[config.mk]
export PLATFORM = sky130hd
export DESIGN_NAME = conv_accel_top
export DESIGN_NICKNAME = d
export VERILOG_FILES = /design/src/rtl/conv_pkg.sv /design/src/rtl/conv_accel_top.sv /design/src/rtl/data_feeder.sv /design/src/rtl/pe_array.sv /design/src/rtl/proc_elem.sv
export VERILOG_INCLUDE_DIRS = /design/src /design/src/rtl
export SDC_FILE = /design/constraint.sdc
export NUM_CORES = 2
export LEC_CHECK = 0
export ABC_AREA = 1
export BUFFER_PORTS_ARGS = -buffer_cell sky130_fd_sc_hd__buf_2
export CAP_MARGIN = 10
export CORE_MARGIN = 10
export CORE_UTILIZATION = 35
export DETAILED_ROUTE_END_ITERATION = 16
export GPL_TIMING_DRIVEN = 0
export PLACE_DENSITY = 0.49
export SYNTH_ARGS = -nofsm -noshare
export SYNTH_HDL_FRONTEND = slang
export SYNTH_SLANG_ARGS = --single-unit
[constraint.sdc]
create_clock -name clk -period 7.2 [get_ports clk]
set_input_delay 0 -clock clk [delete_from_list [all_inputs] [get_ports clk]]
set_output_delay 0 -clock clk [all_outputs]
set_load 0.02 [all_outputs]
[src/rtl/conv_defines.svh]
`ifndef CONV_DEFINES_SVH
`define CONV_DEFINES_SVH

//////////////////////////////////////////////////////////////////////
// Array geometry
//////////////////////////////////////////////////////////////////////
`define CONV_ROWS 2
`define CONV_COLS 2

// Datum width for ifmap, filter and psum
`define CONV_DATA_W 16
// Accumulator width, also the Wishbone data width
`define CONV_ACC_W 32
// Per-kind delivery counter width
`define CONV_CNT_W 16

//////////////////////////////////////////////////////////////////////
// Wishbone word address layout
//////////////////////////////////////////////////////////////////////
`define CONV_ADR_W 7
`define CONV_KIND_LSB 5
`define CONV_STAT_BIT 4
`define CONV_ROW_LSB 2
`define CONV_COL_LSB 0

// Row or column code meaning all
`define CONV_BCAST 2'd3

`endif

[src/rtl/conv_pkg.sv]
`default_nettype none

`include "conv_defines.svh"

package conv_pkg;

    //////////////////////////////////////////////////////////////////////
    // Y-bus
    //////////////////////////////////////////////////////////////////////

    // Word kind, also the kind field of the address
    typedef enum logic [1:0] {
        YB_NONE   = 2'b00,
        YB_IFMAP  = 2'b01,
        YB_FILTER = 2'b10,
        YB_PSUM   = 2'b11
    } ybus_kind_t;

    // Multicast word from feeder to every PE
    typedef struct packed {
        logic                    valid;
        ybus_kind_t              kind;
        // Target row, broadcast code hits all rows
        logic [1:0]              row;
        // Target column, same broadcast rule
        logic [1:0]              col;
        logic [`CONV_DATA_W-1:0] dat;
    } ybus_word_t;

    //////////////////////////////////////////////////////////////////////
    // Wishbone classic
    //////////////////////////////////////////////////////////////////////

    // Master side, held until ack
    typedef struct packed {
        logic                   cyc;
        logic                   stb;
        logic                   we;
        logic [`CONV_ADR_W-1:0] adr;
        logic [`CONV_ACC_W-1:0] dat;
    } wb_req_t;

    // Slave side
    typedef struct packed {
        logic                   ack;
        logic [`CONV_ACC_W-1:0] dat;
    } wb_rsp_t;

endpackage

`default_nettype wire

[src/rtl/conv_accel_top.sv]
`default_nettype none

`include "conv_defines.svh"

module conv_accel_top (
    input  wire logic               clk,
    input  wire logic               rstn,
    input  wire conv_pkg::wb_req_t  wb_req,
    output conv_pkg::wb_rsp_t       wb_rsp
);

    //////////////////////////////////////////////////////////////////////
    // Internal buses
    //////////////////////////////////////////////////////////////////////

    // Registered multicast word
    conv_pkg::ybus_word_t                             ybus;
    // All PE accumulators back to the feeder
    logic [`CONV_ROWS*`CONV_COLS*`CONV_ACC_W-1:0]     pe_accs;

    // Host side, decode and readback
    data_feeder i_data_feeder (
        .clk     (clk),
        .rstn    (rstn),
        .wb_req  (wb_req),
        .wb_rsp  (wb_rsp),
        .ybus    (ybus),
        .pe_accs (pe_accs)
    );

    // Compute side
    pe_array #(
        .ROWS (`CONV_ROWS),
        .COLS (`CONV_COLS)
    ) i_pe_array (
        .clk     (clk),
        .rstn    (rstn),
        .ybus    (ybus),
        .pe_accs (pe_accs)
    );

endmodule

`default_nettype wire

[src/rtl/data_feeder.sv]
`default_nettype none

`include "conv_defines.svh"

module data_feeder (
    input  wire logic                                           clk,
    input  wire logic                                           rstn,
    input  wire conv_pkg::wb_req_t                              wb_req,
    output conv_pkg::wb_rsp_t                                   wb_rsp,
    output conv_pkg::ybus_word_t                                ybus,
    input  wire logic [`CONV_ROWS*`CONV_COLS*`CONV_ACC_W-1:0]   pe_accs
);

    localparam int ACC_W  = `CONV_ACC_W;
    localparam int DATA_W = `CONV_DATA_W;
    localparam int CNT_W  = `CONV_CNT_W;

    //////////////////////////////////////////////////////////////////////
    // Address decode
    //////////////////////////////////////////////////////////////////////

    conv_pkg::ybus_kind_t adr_kind;
    logic                 adr_stat;
    logic [1:0]           adr_row;
    logic [1:0]           adr_col;
    // Flat PE index, row major
    int unsigned          pe_sel;

    assign adr_kind = conv_pkg::ybus_kind_t'(wb_req.adr[`CONV_KIND_LSB +: 2]);
    assign adr_stat = wb_req.adr[`CONV_STAT_BIT];
    assign adr_row  = wb_req.adr[`CONV_ROW_LSB +: 2];
    assign adr_col  = wb_req.adr[`CONV_COL_LSB +: 2];
    assign pe_sel   = adr_row * `CONV_COLS + adr_col;

    //////////////////////////////////////////////////////////////////////
    // Handshake
    //////////////////////////////////////////////////////////////////////

    logic ack_q;
    logic new_req;
    logic wr_load;

    // Ack still high means the held strobe was already served
    assign new_req = wb_req.cyc && wb_req.stb && !ack_q;
    // Write of a real kind becomes a Y-bus word
    assign wr_load = new_req && wb_req.we && (adr_kind != conv_pkg::YB_NONE);

    // Y-bus word fields
    logic                 yb_valid;
    conv_pkg::ybus_kind_t yb_kind;
    logic [1:0]           yb_row;
    logic [1:0]           yb_col;
    logic [DATA_W-1:0]    yb_dat;

    // Delivery counters, one per kind, wrapping
    logic [CNT_W-1:0] cnt_ifmap;
    logic [CNT_W-1:0] cnt_filter;
    logic [CNT_W-1:0] cnt_psum;

    always_ff @(posedge clk or negedge rstn) begin
        if (!rstn) begin
            ack_q      <= 1'b0;
            yb_valid   <= 1'b0;
            cnt_ifmap  <= '0;
            cnt_filter <= '0;
            cnt_psum   <= '0;
        end else begin
            // Single-cycle ack and word valid
            ack_q    <= new_req;
            yb_valid <= wr_load;
            // Count in step with the word going out
            if (wr_load) begin
                case (adr_kind)
                    conv_pkg::YB_IFMAP:  cnt_ifmap  <= cnt_ifmap + 1'b1;
                    conv_pkg::YB_FILTER: cnt_filter <= cnt_filter + 1'b1;
                    conv_pkg::YB_PSUM:   cnt_psum   <= cnt_psum + 1'b1;
                    default: ;
                endcase
            end
        end
    end

    //////////////////////////////////////////////////////////////////////
    // Readback
    //////////////////////////////////////////////////////////////////////

    logic [ACC_W-1:0] rd_mux;
    logic [ACC_W-1:0] rd_dat;

    always_comb begin
        rd_mux = '0;
        if (adr_kind == conv_pkg::YB_NONE) begin
            if (!adr_stat) begin
                // PE accumulator, out of range and broadcast give zero
                if (adr_row < `CONV_ROWS && adr_col < `CONV_COLS) begin
                    rd_mux = pe_accs[pe_sel*ACC_W +: ACC_W];
                end
            end else begin
                // Counter select uses the kind codes
                case (conv_pkg::ybus_kind_t'(adr_col))
                    conv_pkg::YB_IFMAP:  rd_mux = ACC_W'(cnt_ifmap);
                    conv_pkg::YB_FILTER: rd_mux = ACC_W'(cnt_filter);
                    conv_pkg::YB_PSUM:   rd_mux = ACC_W'(cnt_psum);
                    default:             rd_mux = '0;
                endcase
            end
        end
    end

    // Payload of the Y-bus word and the read data
    always_ff @(posedge clk) begin
        if (wr_load) begin
            yb_kind <= adr_kind;
            yb_row  <= adr_row;
            yb_col  <= adr_col;
            // Low half of the bus word is the datum
            yb_dat  <= wb_req.dat[DATA_W-1:0];
        end
        if (new_req && !wb_req.we) begin
            rd_dat <= rd_mux;
        end
    end

    assign wb_rsp = '{ack: ack_q, dat: rd_dat};
    assign ybus   = '{valid: yb_valid, kind: yb_kind, row: yb_row, col: yb_col, dat: yb_dat};

endmodule

`default_nettype wire

[src/rtl/pe_array.sv]
`default_nettype none

`include "conv_defines.svh"

module pe_array #(
    parameter int ROWS = `CONV_ROWS,
    parameter int COLS = `CONV_COLS
) (
    input  wire logic                           clk,
    input  wire logic                           rstn,
    input  wire conv_pkg::ybus_word_t           ybus,
    output logic [ROWS*COLS*`CONV_ACC_W-1:0]    pe_accs
);

    localparam int ACC_W = `CONV_ACC_W;
    localparam int N_PE  = ROWS * COLS;

    // One accumulator per PE, row major
    logic [ACC_W-1:0] acc_flat [N_PE];

    //////////////////////////////////////////////////////////////////////
    // PE grid
    //////////////////////////////////////////////////////////////////////

    // Every PE taps the same registered Y-bus
    // One hop to all targets, the match picks who acts
    for (genvar r = 0; r < ROWS; r++) begin : g_row
        for (genvar c = 0; c < COLS; c++) begin : g_col
            proc_elem #(
                .ROW_ID (r),
                .COL_ID (c)
            ) i_pe (
                .clk  (clk),
                .rstn (rstn),
                .ybus (ybus),
                .acc  (acc_flat[r*COLS+c])
            );
        end
    end

    //////////////////////////////////////////////////////////////////////
    // Accumulator readout
    //////////////////////////////////////////////////////////////////////

    // Slot 0 is row 0 column 0 in the low bits
    always_comb begin
        for (int i = 0; i < N_PE; i++) begin
            pe_accs[i*ACC_W +: ACC_W] = acc_flat[i];
        end
    end

endmodule

`default_nettype wire

[src/rtl/proc_elem.sv]
`default_nettype none

`include "conv_defines.svh"

module proc_elem #(
    parameter int ROW_ID = 0,
    parameter int COL_ID = 0
) (
    input  wire logic                   clk,
    input  wire logic                   rstn,
    input  wire conv_pkg::ybus_word_t   ybus,
    output logic [`CONV_ACC_W-1:0]      acc
);

    localparam int DATA_W = `CONV_DATA_W;
    localparam int ACC_W  = `CONV_ACC_W;

    //////////////////////////////////////////////////////////////////////
    // Multicast address match
    //////////////////////////////////////////////////////////////////////

    logic row_hit;
    logic col_hit;
    logic match;

    // Own position or the broadcast code
    assign row_hit = (ybus.row == 2'(ROW_ID)) || (ybus.row == `CONV_BCAST);
    assign col_hit = (ybus.col == 2'(COL_ID)) || (ybus.col == `CONV_BCAST);
    assign match   = ybus.valid && row_hit && col_hit;

    //////////////////////////////////////////////////////////////////////
    // Weight and multiply-accumulate
    //////////////////////////////////////////////////////////////////////

    logic signed [DATA_W-1:0]   din;
    logic signed [DATA_W-1:0]   weight;
    logic signed [2*DATA_W-1:0] prod;
    logic signed [ACC_W-1:0]    acc_q;

    // Datum seen as two's complement
    assign din  = ybus.dat;
    // Full signed 16 by 16 product
    assign prod = din * weight;

    always_ff @(posedge clk or negedge rstn) begin
        if (!rstn) begin
            weight <= '0;
            acc_q  <= '0;
        end else if (match) begin
            case (ybus.kind)
                // Stationary weight
                conv_pkg::YB_FILTER: weight <= din;
                // Preload, sign extended
                conv_pkg::YB_PSUM:   acc_q  <= ACC_W'(din);
                // Wraps at accumulator width
                conv_pkg::YB_IFMAP:  acc_q  <= acc_q + ACC_W'(prod);
                default: ;
            endcase
        end
    end

    assign acc = acc_q;

endmodule

`default_nettype wire

### After elaboration in Yosys (flattened, before gate mapping)

Cells that the tools add are included.

* multiply operators: 4
* reductions and logical operators: 34
* mux-type cells: 7
* shift-type cells: 1
* $add $sub $neg: 8
* magnitude comparators: 2
* equal/unequal tests: 13

Operator list (number)
* 32-bit one-hot mux with 2 select lines: 4
* 32-bit adder: 4
* 16-bit by 16-bit multiplier with 32-bit output: 4
* 128-bit by 33-bit variable part select with 32-bit output: 1
* 32-bit 2-to-1 mux: 2
* 16-bit by 1-bit adder with 16-bit output (second input constant): 3
* 16-bit one-hot mux with 3 select lines: 1
* 2-bit AND reduction: 11
* 2-bit == test (second input constant): 8
* 1-bit logical AND: 12
* 2-bit by 1-bit == test with 1-bit output (second input constant): 5
* 2-bit zero test: 3
* 3-bit by 2-bit adder with 4-bit output: 1
* 1-bit logical OR: 4
* 2-bit less-than comparator (second input constant): 2
* 2-bit nonzero test: 2
* 1-bit zero test: 2

* bits in registers: 296
* word-level logic and storage cells: 87
* input bits: 44
* output and inout bits: 33

### Longest topological paths before layout

* depth after elaboration: 5
* gate-level depth with buffers: 30
* depth with buffers taken out: 28

### Hierarchy

Synthesis repeated with hierarchy kept, for this count alone.

* cell total of the unflattened synthesis: 7763
* area, all modules: 61312.6 um^2

Modules (own cells, without submodules)
* proc_elem at i_pe_array.g_row[0].g_col[1].i_pe ...: area an instance 13855.8 um^2, cells an instance 1751, times used 2, seq. area each 1201.2 um^2
* proc_elem at i_pe_array.g_row[0].g_col[0].i_pe: area an instance 13902.1 um^2, cells an instance 1750, times used 1, seq. area each 1201.2 um^2
* proc_elem at i_pe_array.g_row[1].g_col[1].i_pe: area an instance 13715.7 um^2, cells an instance 1732, times used 1, seq. area each 1201.2 um^2
* data_feeder: area an instance 5983.2 um^2, cells an instance 779, times used 1, seq. area each 2872.8 um^2

### Worst setup path before layout

OpenSTA, ideal clock, no wires.

* path type: flip-flop to flip-flop
* from: register i_data_feeder.yb_dat[15]
* to: register i_pe_array.g_row[0].g_col[1].i_pe.acc_q[23]
* buffers on the path: 2
* stages on the path, launching flop included: 24
* required time: 7.057 ns
* slack: 1.270 ns
* arrival: 5.787 ns
* period minus slack after synthesis: 5.930 ns
* library setup time: 0.143 ns
* cells stage by stage: edfxtp_1 buf_2 buf_1 nand2_1 inv_1 fa_1 inv_1 fa_1 inv_1 fa_1 fa_1 fa_1 inv_1 fa_1 inv_1 ha_1 a21oi_1 inv_1 nor2_1 nand2_1 nand3b_1 or2_2 nand3_1 a22oi_1

* longest elaborated chain between the ends: 3

RTL lines
* start, declared: RTL line data_feeder.sv:53 `logic [DATA_W-1:0] yb_dat;`
* start signal, assigned: RTL line data_feeder.sv:117 `yb_dat <= wb_req.dat[DATA_W-1:0];`
* 16-bit by 16-bit multiplier with 32-bit output: RTL line proc_elem.sv:43 `assign prod = din * weight;`
* 32-bit adder: RTL line proc_elem.sv:56 `conv_pkg::YB_IFMAP: acc_q <= acc_q + ACC_W'(prod);`
* 32-bit one-hot mux with 2 select lines *: RTL line proc_elem.sv:50 `case (ybus.kind)`
* end signal, assigned: RTL line proc_elem.sv:54 `conv_pkg::YB_PSUM: acc_q <= ACC_W'(din);`
* end signal, assigned: RTL line proc_elem.sv:56
* end, declared: RTL line proc_elem.sv:38 `logic signed [ACC_W-1:0] acc_q;`

Mark *: on every way between the ends. The rest lies on a longest branch, timed or not.
A chain may end at the register's enable or synchronous reset.

### Worst setup path in the final report

* from: register i_data_feeder.yb_dat[6]
* to: register i_pe_array.g_row[1].g_col[0].i_pe.acc_q[31]

* longest elaborated chain between the ends: 3

RTL lines (RTL line)
* 16-bit by 16-bit multiplier with 32-bit output: proc_elem.sv:43
* 32-bit adder: proc_elem.sv:56
* 32-bit one-hot mux with 2 select lines: proc_elem.sv:50
* end signal, assigned: proc_elem.sv:54
* end signal, assigned: proc_elem.sv:56
* end, declared: proc_elem.sv:38

Every way passes these cells.

==> results.md <==
- Drt wl/cell: approximately 25 um
- Post-Syn Nets: 9,171
- Final worst path period need: 7081 ps
- Reg clk slew, reported paths: 70 ps
- # fillers: 17,800
- Clk root buf: clkbuf_16
- Nets: just over 9,000
- Crit Path Max Fanout: 10
- Worst relative slew slack: 5.026%
- Die area: 0.1878 mm^2
- Die Y-Extent: 433.4 um
- Post-synth top flop: dfrtp_1
- Synth cell count leaders: 2,156 x inv_1, 1,773 x nand2_1, 1,168 x fa_1, 401 x ha_1, 334 x nor2_1
- Seq/Total Area, Yosys: roughly an eighth
- Grt total ovfl: 0
- Slew @ Worst Pin: 1419 ps
- Fin Hold WS: ~68 ps
- GR Util met2: 41.48%
- DRT antenna net count: 0
- Number of global-route vias before repair: around 52,000
- Synthesized area: 0.05982 mm^2
- Clock sinks: 296
- Post-synthesis cell count: 7,558
- FP Rows: 151
- GRT Max-Usage Layer: met2
- YS warnings: 0
- Lkg Pwr: 38.04 nW
- Drt total wl: around 250 mm
- Synth unique cells: 57
- Arrival time of the worst setup path: 7670 ps
- Initial antenna violation count: 21
- Total CTS buffers: 43
- CTS H-Tree Depth: 2
- Largest net degree at the start of global routing: 111
- DRC Markers: 0
- Main area contributors after synthesis: fa_1 39%, inv_1 14%, nand2_1 11%
- Worst vdd ir: between 200 and 250 uV
- Mean Syn Cell Area: 7.914 um^2
- Post-synth EDFFs: 54
- CTS tree: built
- Clock Latency Late Sink: 650 ps
- CP Class: register to register
- Max Freq: 0.1412 GHz
- PortBufs: 60
- PwrDens: 252.2 mW/mm^2
- DR iter-0 viols: 4,981
- Outcome: complete, no violations
- Req. time, crit path: around 8000 ps
- Clock Skew: approximately 26 ps
- Vias/cell: 5.065
- Max-cap violations: 0
- CORE AREA: 0.1697 mm^2
- Fin Setup TNS: 0 ps
- HP Class: input port to register
- Area Growth Syn to Fin: 9.651%
- Tcrit/Tclk final: 98.35%
- Starting Density: 35.26%
- Max Buffers Root-to-Sink: 3
- DRT Pass-1 Iters: 6
- Final Wtd Congestion: 1.011
- Detail Placement HPWL: 207.6 mm
- Fraction of registers with async set or reset after synthesis: 81.76%
- Area leader, netlist: fa_1
- Max Slew Vio Count: 0
- CP Capture Type: register
- Top Ports: 77
- Vias: just over 50,000
- Layout cells sized above 1: 4.791%
- R2R setup slack: 120 ps
- Yosys top cell area share: between 30 and 40%
- First-pass GRT wire length: ~360 mm
- Yosys reg bits: 296
- RSZ-0062 raised after global routing: yes
- Die X-Extent: 433.4 um
- M1 GR Usage: 33.87%
- Met3 GRT Util: 7.429%
- GR Util All Layers: 26.64%
- Endpoints failing setup: 0
- Hold Vio Cnt, Final: 0
- Most numerous cell in the Yosys netlist: inv_1
- CP Launch Type: register
==> registers in the layout, indices dropped and copies added (netlist names) <==
| register | count |
|---|---|
| i_data_feeder.rd_dat | 32 |
| i_data_feeder.cnt_psum | 16 |
| i_data_feeder.ack_q | 1 |
| i_data_feeder.yb_row | 2 |
| i_data_feeder.yb_valid | 1 |
| i_pe_array.g_row.g_col.i_pe.weight | 64 |
| i_data_feeder.yb_dat | 16 |
| i_data_feeder.cnt_filter | 16 |
| i_pe_array.g_row.g_col.i_pe.acc | 128 |
| i_data_feeder.cnt_ifmap | 16 |
| i_data_feeder.yb_col | 2 |
| i_data_feeder.yb_kind | 2 |
==> power breakdown <==
| part | internal (mW) | switching (mW) | total, mW |
|---|---|---|---|
| logic | 4.21 | 7.68 | 11.9 |
| registers | 1.89 | 0.320 | 2.21 |
| clock network | 1.43 | 1.02 | 2.45 |
==> final timing paths <==
path	start	endpoint	depth (start not counted)
setup / recovery	i_data_feeder.yb_dat[6]$_DFFE_PP_	i_pe_array.g_row[1].g_col[0].i_pe.acc[31]$_DFFE_PN0P_	26
hold reg to reg	i_data_feeder.cnt_psum[5]$_DFFE_PN0P_	i_data_feeder.cnt_psum[5]$_DFFE_PN0P_	1
hold / removal	wb_req[15]	i_data_feeder.yb_dat[15]$_DFFE_PP_	2
setup reg to reg	i_data_feeder.yb_dat[6]$_DFFE_PP_	i_pe_array.g_row[1].g_col[0].i_pe.acc[31]$_DFFE_PN0P_	26
min in group asynchronous	rstn	i_pe_array.g_row[0].g_col[1].i_pe.acc[26]$_DFFE_PN0P_	4
max in group asynchronous	rstn	i_pe_array.g_row[1].g_col[1].i_pe.acc[27]$_DFFE_PN0P_	5
==> metrics by stage <==
stage / cell area (um^2) / cells / util [%] / power, mW / setup WS, ps
after global placement: 62890 / 9836 / 37.07 / 14.00 / -1988
after detailed placement: 63400 / 9866 / 37.37 / 14.06 / -1569
after floorplan: 59820 / 7558 / - / 10.42 / 1270
after CTS: 65430 / 9978 / 38.56 / 16.62 / 0.8011
after global routing: 65570 / 9983 / 38.65 / 18.24 / -27.14
final: 65590 / 9990 / 38.66 / 16.54 / 118.8
==> layout make-up <==
| cell class | count | area [um^2] | area share (%) |
|---|---|---|---|
| timing repair buffer | 128 | 1137 | 1.734 |
| clock buffer | 52 | 1140 | 1.738 |
| inverter | 2172 | 8177 | 12.47 |
| antenna | 8 | 20.02 | 0.03052 |
| buffer | 310 | 1426 | 2.175 |
| multi-input combinational | 4778 | 42830 | 65.31 |
| tap | 2218 | 2775 | 4.231 |
| sequential | 296 | 7677 | 11.71 |
| clock inverter | 28 | 401.6 | 0.6123 |
==> cell families after synthesis <==
family,after synthesis,share of synthesized area (%)
buffers and inverters,2484,15.65
xor gates and xnor gates,62,0.9078
and+or+nand+nor,2501,17.01
AOI/OAI and AO/OA,646,6.123
adders and majority gates,1569,47.48
DFF,296,12.83
==> worst max-delay path, stage by stage (launching register included) <==
cell      delay (ps)
edfxtp_1         550
buf_2            420
buf_2            580
nand2_1          160
fa_1             540
inv_1             60
fa_1             500
inv_1             50
fa_1             550
inv_1             50
fa_1             490
fa_1             500
inv_1             50
fa_1             500
inv_1             50
ha_1             340
nand2_1          130
inv_1             60
a21oi_1          270
nand3_1          320
nand2_1          160
inv_1             60
nor2_2           210
inv_1             60
nand2_1           70
nand3_1           80
a21oi_1          160
==> timing repair <==
item / in CTS / in global routing
setup buffers: 2 / 5
hold buffers: 30 / 0
hold endpoints to repair: 214 / 0
setup endpoints to repair: 80 / 57
resized for setup: 63 / 106
pin swaps: 0 / 2
==> cell usage in the layout (no fill, tap or decap), types with 8 or more instances in the layout <==
cell	instances
fa_1	1163
inv_1	2148
o21a_1	17
inv_2	17
o21ai_0	211
o21bai_1	25
dfrtp_1	242
nor2_2	15
clkbuf_4	14
clkbuf_1	186
or2_2	25
a21o_1	15
a21oi_1	226
clkdlybuf4s15_2	9
o21ai_1	39
nand2_1	1771
buf_2	94
nor3_1	30
nor2_1	332
clkbuf_16	43
buf_8	11
buf_1	20
a31oi_1	26
clkbuf_2	43
ha_1	401
diode_2	8
xnor2_1	20
xor2_1	42
edfxtp_1	54
a21boi_1	20
a32o_1	11
nand3b_1	21
bufinv_16	8
buf_4	25
nor4_1	8
nand3_1	219
dlygate4sd3_1	29
nand4_1	41
a22oi_1	22
==> per-layer routing <==
metal	up-vias	share of wire (%)
li1	22280	-
met1	25640	40
met2	2093	44
met3	556	9.5
met4	26	6.3
met5	-	0.12
Power figures use the tool's default switching activity.
